--- config.mk ---
export PLATFORM = sky130hd
export DESIGN_NAME = fetch_top
export DESIGN_NICKNAME = d
export VERILOG_FILES = /design/src/source/fetch_pkg.sv /design/src/source/pc_gen.sv /design/src/source/insn_fetch.sv /design/src/source/fetch_top.sv
export SDC_FILE = /design/constraint.sdc
export NUM_CORES = 1
export LEC_CHECK = 0
export BUFFER_PORTS_ARGS = -buffer_cell sky130_fd_sc_hd__buf_2
export CORE_MARGIN = 4
export CORE_UTILIZATION = 40
export DETAILED_ROUTE_END_ITERATION = 8
export PLACE_DENSITY_LB_ADDON = 0.15
export SKIP_LAST_GASP = 1
export SLEW_MARGIN = 25
export SYNTH_ARGS = -nofsm -noshare
export SYNTH_HDL_FRONTEND = slang
export SYNTH_SLANG_ARGS = --single-unit
--- constraint.sdc ---
create_clock -name clk -period 2.2 [get_ports clk]
set_input_delay 0.44 -clock clk [delete_from_list [all_inputs] [get_ports clk]]
set_output_delay 0.44 -clock clk [all_outputs]
set_load 0.005 [all_outputs]
--- src/source/fetch_pkg.sv ---
////////////////////
// Shared types and constants for the fetch front end
// NOP words use the OR32 NOP opcode with marker immediates
// Error tag values must match the cache's tag encoding
////////////////////
`default_nettype none

package fetch_pkg;

	////////////////////
	// Widths with meaning
	////////////////////
	typedef logic [31:0] word_t;
	// Byte address, low two bits zero on every output
	typedef logic [31:0] addr_t;
	// Cache response tag, classifies errors
	typedef logic [3:0]  itag_t;

	////////////////////
	// Structs
	////////////////////
	// One cache port response, ack and err never high together
	typedef struct packed {
		word_t dat;
		logic  ack;
		logic  err;
		addr_t adr;
		itag_t tag;
	} ic_resp_t;

	// Fetch exception flags
	typedef struct packed {
		logic itlb_miss;
		logic immu_fault;
		logic bus_err;
	} fetch_exc_t;

	// What the decoder sees each cycle
	typedef struct packed {
		word_t      insn;
		addr_t      pc;
		fetch_exc_t exc;
	} fetch_out_t;

	////////////////////
	// Constants
	////////////////////
	// NOP with flush marker
	localparam word_t NOP_FLUSH = {6'b000101, 26'h041_0000};
	// NOP with stall marker
	localparam word_t NOP_STALL = {6'b000101, 26'h061_0000};

	// Error tags from the cache
	localparam itag_t ITAG_TE = 4'hd;
	localparam itag_t ITAG_PE = 4'hc;
	localparam itag_t ITAG_BE = 4'hb;

	// First fetch address after reset
	localparam addr_t RESET_VEC = 32'h0000_0100;
	// Sequential step, one word
	localparam addr_t PC_STEP   = 32'd4;

endpackage

`default_nettype wire

--- src/source/pc_gen.sv ---
////////////////////
// Fetch address register
// Flush redirect wins over advance, advance over hold
// Redirect target is forced to word alignment
////////////////////
`default_nettype none

module pc_gen (
	input  logic             clk,
	input  logic             rst_n_i,
	// Pipeline controls
	input  logic             freeze_i,
	input  logic             flushpipe_i,
	input  fetch_pkg::addr_t redirect_pc_i,
	// From the fetch stage
	input  logic             if_stall_i,
	input  logic             refetch_i,
	// Current fetch address
	output fetch_pkg::addr_t fetch_adr_o
);

	import fetch_pkg::*;

	////////////////////
	// Next address
	////////////////////
	addr_t pc_q;
	addr_t pc_d;
	addr_t redirect_aligned;
	logic  advance;

	// Drop the byte offset of the target
	assign redirect_aligned = {redirect_pc_i[31:2], 2'b00};

	// Step only when a response was taken
	// and the pipeline is free to move on
	assign advance = !freeze_i & !if_stall_i & !refetch_i;

	always_comb begin
		// Default hold
		pc_d = pc_q;
		if (flushpipe_i) begin
			// Redirect has the highest priority
			pc_d = redirect_aligned;
		end else if (advance) begin
			pc_d = pc_q + PC_STEP;
		end
	end

	////////////////////
	// Register
	////////////////////
	always_ff @(posedge clk or negedge rst_n_i) begin
		if (!rst_n_i) begin
			pc_q <= RESET_VEC;
		end else begin
			pc_q <= pc_d;
		end
	end

	// Straight from the register, never mid-update
	assign fetch_adr_o = pc_q;

endmodule

`default_nettype wire

--- src/source/insn_fetch.sv ---
////////////////////
// Fetch stage, one instruction and its pc per cycle
// Holds at most one response under freeze
// Outputs are combinational from response and saved state
////////////////////
`default_nettype none

module insn_fetch (
	input  logic                  clk,
	input  logic                  rst_n_i,
	// Cache response and current address
	input  fetch_pkg::ic_resp_t   resp_i,
	input  fetch_pkg::addr_t      fetch_adr_i,
	// Pipeline controls
	input  logic                  freeze_i,
	input  logic                  flushpipe_i,
	input  logic                  no_more_dslot_i,
	input  logic                  rfe_i,
	// To decode
	output fetch_pkg::fetch_out_t fetch_o,
	output logic                  stall_o,
	output logic                  saving_o,
	// Back to pc_gen
	output logic                  refetch_o
);

	import fetch_pkg::*;

	logic       resp_present;
	logic       save_insn;
	logic       resp_match;
	logic       bypass;
	logic       bypass_q;
	logic       saved_q;
	fetch_out_t saved_dat_q;
	fetch_exc_t resp_exc;
	addr_t      cur_pc;

	assign resp_present = resp_i.ack | resp_i.err;
	// Save only the first response seen under freeze
	assign save_insn    = resp_present & freeze_i & !saved_q;
	assign saving_o     = save_insn & !flushpipe_i;
	assign cur_pc       = {fetch_adr_i[31:2], 2'b00};

	////////////////////
	// Bypass after flush
	////////////////////
	// Response for the redirect target ends the bypass
	assign resp_match = resp_present & (resp_i.adr == fetch_adr_i);
	assign bypass     = flushpipe_i | (bypass_q & !resp_match);

	always_ff @(posedge clk or negedge rst_n_i) begin
		if (!rst_n_i) begin
			bypass_q <= 1'b0;
		end else begin
			bypass_q <= bypass;
		end
	end

	////////////////////
	// Error tag decode
	////////////////////
	assign resp_exc.itlb_miss  = resp_i.err & (resp_i.tag == ITAG_TE);
	assign resp_exc.immu_fault = resp_i.err & (resp_i.tag == ITAG_PE);
	assign resp_exc.bus_err    = resp_i.err & (resp_i.tag == ITAG_BE);

	////////////////////
	// Saved response
	////////////////////
	// Flag, priority flush then save then release
	always_ff @(posedge clk or negedge rst_n_i) begin
		if (!rst_n_i) begin
			saved_q <= 1'b0;
		end else if (flushpipe_i) begin
			saved_q <= 1'b0;
		end else if (save_insn) begin
			saved_q <= 1'b1;
		end else if (!freeze_i) begin
			saved_q <= 1'b0;
		end
	end

	// Word, address and flags, same priority
	always_ff @(posedge clk or negedge rst_n_i) begin
		if (!rst_n_i) begin
			saved_dat_q.insn <= NOP_FLUSH;
			saved_dat_q.pc   <= '0;
			saved_dat_q.exc  <= '0;
		end else if (flushpipe_i) begin
			saved_dat_q.insn <= NOP_FLUSH;
			saved_dat_q.pc   <= '0;
			saved_dat_q.exc  <= '0;
		end else if (save_insn) begin
			// Errored fetch carries a NOP, flags say why
			saved_dat_q.insn <= resp_i.err ? NOP_FLUSH : resp_i.dat;
			saved_dat_q.pc   <= {resp_i.adr[31:2], 2'b00};
			saved_dat_q.exc  <= resp_exc;
		end else if (!freeze_i) begin
			saved_dat_q.insn <= NOP_FLUSH;
			saved_dat_q.pc   <= cur_pc;
			saved_dat_q.exc  <= '0;
		end
	end

	////////////////////
	// Outputs
	////////////////////
	always_comb begin
		if (no_more_dslot_i | rfe_i | bypass) begin
			fetch_o.insn = NOP_FLUSH;
		end else if (saved_q) begin
			fetch_o.insn = saved_dat_q.insn;
		end else if (resp_i.ack) begin
			fetch_o.insn = resp_i.dat;
		end else begin
			// Nothing to hand over this cycle
			fetch_o.insn = NOP_STALL;
		end
	end

	assign fetch_o.pc = saved_q ? saved_dat_q.pc : cur_pc;
	// No exceptions past the last delay slot
	assign fetch_o.exc = no_more_dslot_i ? '0 : (saved_q ? saved_dat_q.exc : resp_exc);

	assign stall_o   = !resp_present & !saved_q;
	// New ack while holding one, pc_gen must not step for it
	assign refetch_o = saved_q & resp_i.ack;

endmodule

`default_nettype wire

--- src/source/fetch_top.sv ---
////////////////////
// Fetch front end, pc_gen plus insn_fetch
// Cache must not answer again while a response is held
////////////////////
`default_nettype none

module fetch_top (
	input  logic                  clk,
	input  logic                  rst_n_i,
	// Cache port
	output fetch_pkg::addr_t      icpu_adr_o,
	input  fetch_pkg::ic_resp_t   icpu_resp_i,
	// Pipeline controls
	input  logic                  freeze_i,
	input  logic                  flushpipe_i,
	input  fetch_pkg::addr_t      redirect_pc_i,
	input  logic                  no_more_dslot_i,
	input  logic                  rfe_i,
	// To decode
	output fetch_pkg::fetch_out_t fetch_o,
	output logic                  stall_o,
	output logic                  saving_o
);

	import fetch_pkg::*;

	// Current fetch address, shared by cache and fetch stage
	addr_t fetch_adr;
	logic  if_stall;
	logic  genpc_refetch;

	pc_gen u_pc_gen (
		.clk           (clk),
		.rst_n_i       (rst_n_i),
		.freeze_i      (freeze_i),
		.flushpipe_i   (flushpipe_i),
		.redirect_pc_i (redirect_pc_i),
		.if_stall_i    (if_stall),
		.refetch_i     (genpc_refetch),
		.fetch_adr_o   (fetch_adr)
	);

	insn_fetch u_insn_fetch (
		.clk             (clk),
		.rst_n_i         (rst_n_i),
		.resp_i          (icpu_resp_i),
		.fetch_adr_i     (fetch_adr),
		.freeze_i        (freeze_i),
		.flushpipe_i     (flushpipe_i),
		.no_more_dslot_i (no_more_dslot_i),
		.rfe_i           (rfe_i),
		.fetch_o         (fetch_o),
		.stall_o         (if_stall),
		.saving_o        (saving_o),
		.refetch_o       (genpc_refetch)
	);

	assign icpu_adr_o = fetch_adr;
	// Stall also goes out to the pipeline
	assign stall_o    = if_stall;

endmodule

`default_nettype wire

==> results.py <==
metrics = {
    "worst_setup_path": {
        "cp.arrival_ns": 2.33,
        "cp-start-kind": "register",
        "critPathKind": "reg -> out",
        "worstPathRequired_ns": 1.76,
        "cp-end-kind": "output pin",
        "critPathMaxFanout": 33,
    },
    "route": {
        "drt-total-wl_mm": 18.9,
        "drtIter0Drc": 339,
        "viasPerCell": 5.52,
        "drtAntennaViolNets": 0,
        "vias": 5576,
        "drt_pass1_iterations": 5,
        "wl_per_cell_um": 18.6,
        "route.detailed.drc": 0,
    },
    "synth": {
        "yosysWarnings": 0,
        "yosysMostFrequentCell": "dfrtp_1",
        "ys.flop_type": "dfrtp_1",
        "yosys-top-cells-area": "dfrtp_1, mux2_2, mux2i_1",
        "synth_area_mm2": 0.00588,
        "ys_ff_latch": 97,
        "synth_cell_type_count": 45,
        "ys_seq_area_share_pct": 41.4,
        "avgSynthCellArea_um2": 9.68,
        "synth_top_area_share_pct": 39.1,
        "synth_top_area_cell": "dfrtp_1",
        "synth_edf_count": 0,
        "async_flop_share_pct": 100,
        "postSynthCellCount": 608,
        "netlist_top_cells_count": "dfrtp_1, nor2_1, nand2_1",
    },
    "timing": {
        "period_share_pct": 126,
        "relSlewSlack_pct": 52.4,
        "worst_pin_slew_ns": 0.713,
        "max_freq_mhz": 361,
        "slew_viol_final": 0,
        "rsz0062_at_grt": "true",
        "finClkSkew_ns": 0.00684,
        "setup_ws_ns": -0.568,
        "setup_violations": 32,
        "period_needed_ns": 2.77,
        "whs_ns": 0.0790,
        "timing.setup.tns_ns": -17.19,
        "hold_violations": 0,
    },
    "cells_and_area": {
        "final_util_pct": 54.1,
        "area_growth_pct": 33.0,
        "nFillCells": 1323,
        "antenna_cells": 0,
        "drive_gt1_share_pct": 41.6,
        "final_net_count": 931,
    },
    "die": {
        "die_y_um": 129,
        "core_area_mm2": 0.0145,
        "initial_core_util_pct": 40.6,
        "chipWidth_um": 129,
        "dieArea_mm2": 0.0167,
        "ios": 209,
        "row_count": 44,
    },
    "place": {
        "place_ws_ns": -0.443,
        "gp_congestion": 0.840,
        "portBuffers": 202,
        "hpwl_mm": 13.8,
    },
    "global_routing": {
        "grt_pass1_vias": 5529,
        "gr-total-overflow": 0,
        "antenna_found_initial": 1,
        "grt_max_degree": 75,
        "grt_pass1_wl_mm": 29.5,
        "grtUsageTotal_pct": 22.3,
    },
    "clock_tree": {
        "root_buffer": "clkbuf_16",
        "clock_latency_ns": 0.35,
        "cts_buffers": 9,
        "clockBufferDepth": 2,
        "post_cts_buffers": 0,
        "tritoncts": "yes",
        "htreeDepth": 3,
        "clk_pin_slew_ns": 0.07,
        "clock_sinks": 97,
    },
    "power": {
        "vdd_ir_drop_max_mv": 0.367,
        "finalPower_uw": 4700,
        "p_leak_uw": 0.00362,
        "power.density_mw_per_mm2": 600,
    },
    "status": {
        "violations": "negative setup slack",
        "status": "finished, violations left",
    },
    "flow_run": {
        "cap_violations": 0,
    },
    "hold_path": {
        "hold_path_class": "in -> async",
    },
}
-- worst paths after layout --
kind / from / endpoint / slack [ns] / cells after the start
max: u_pc_gen.fetch_adr_o[3]$_DFFE_PN0N_ / fetch_o[42] / -0.57 / 7
min: rst_n_i / u_insn_fetch.saved_dat_q[27]$_DFFE_PN0P_ / 0.08 / 1
max reg2reg: u_pc_gen.fetch_adr_o[5]$_DFFE_PN0N_ / u_pc_gen.fetch_adr_o[22]$_DFFE_PN0N_ / 0.14 / 7
min reg2reg: u_insn_fetch.saved_dat_q[52]$_DFFE_PN0P_ / u_insn_fetch.saved_dat_q[52]$_DFFE_PN0P_ / 0.51 / 1
max in group asynchronous: rst_n_i / u_pc_gen.fetch_adr_o[8]$_DFFE_PN1N_ / 1.38 / 2
min in group clk: redirect_pc_i[15] / u_pc_gen.fetch_adr_o[15]$_DFFE_PN0N_ / 0.30 / 3
-- final cells by class --
class / instances / area [µm²] / share of cell area (%)
sequential: 97 / 2430 / 31.1
clock buffer: 10 / 229 / 2.93
inverter: 6 / 22.5 / 0.288
timing repair buffer: 263 / 1560 / 19.9
multi-input combinational: 445 / 3280 / 41.9
clock inverter: 6 / 68.8 / 0.879
tap: 184 / 230 / 2.94
-- state kept, by name (all words and copies together) (netlist names) --
name	flops
u_insn_fetch.saved_dat_q	65
u_pc_gen.fetch_adr_o	30
u_insn_fetch.bypass_q	1
u_insn_fetch.saved_q	1
-- cell usage in the layout (no fill, tap or decap), types with 5 or more instances in the layout --
cell type and n:
and4_1 6, nand3b_1 5, nor2_1 44, buf_4 54, xnor2_1 27, nand4_1 11
xor2_1 31, o21ai_0 30, buf_2 201, mux2_2 31, nor3b_2 19, dfstp_2 5
dfrtp_1 91, nand3_1 11, mux2i_1 33, nor3b_1 8, nand2_1 42, nor4_1 11
nor3_1 12, clkbuf_16 10, a22oi_1 26, a211oi_1 30, a22o_1 31, buf_12 5
-- logic make-up after synthesis --
group           Yosys count  synth area share (%)
compound gates          131                  16.0
fa+ha+maj                 1                 0.213
buf+inv                  69                  5.25
other cells               1                0.0637
xor+xnor                 58                  8.63
mux                      64                  11.5
flops                    97                  41.4
simple gates            187                  16.9
-- routing by layer --
layer  up-vias  global-route usage, %  wire length, µm
met4         2                   6.73              348
li1       2636                      -                -
met1      2677                   31.3             8320
met3        25                   4.25             1560
met5         -                      0                7
met2       236                   35.1             8610
-- power by group --
group / switching [µW] / internal (µW)
clock: 706 / 884
combinational: 610 / 519
sequential: 72.6 / 1910
-- critical path, cell delays in order (launching register included) --
cell and delay [ns]:
dfrtp_1 0.39, xor2_1 0.19, nor4_2 0.32, nand4_1 0.17
o31a_1 0.36, buf_12 0.18, nor3b_1 0.20, buf_2 0.14
-- metrics by stage --
step / cells / area [µm²]
3_5_place_dp: 993 / 7360
3_3_place_gp: 993 / 7360
5_1_grt: 1011 / 7830
2_1_floorplan: 611 / 5890
4_1_cts: 1009 / 7710
6_report: 1011 / 7830
-- what timing repair did --
| action | CTS | global route |
|---|---|---|
| pin swaps | 1 | 3 |
| cloned | 0 | 1 |
| gates resized for setup | 11 | 16 |
| endpoints found under the setup margin | 55 | 46 |
| hold buffers | 0 | 0 |
| hold endpoints to repair | 0 | 0 |
Power figures use the tool's default switching activity.
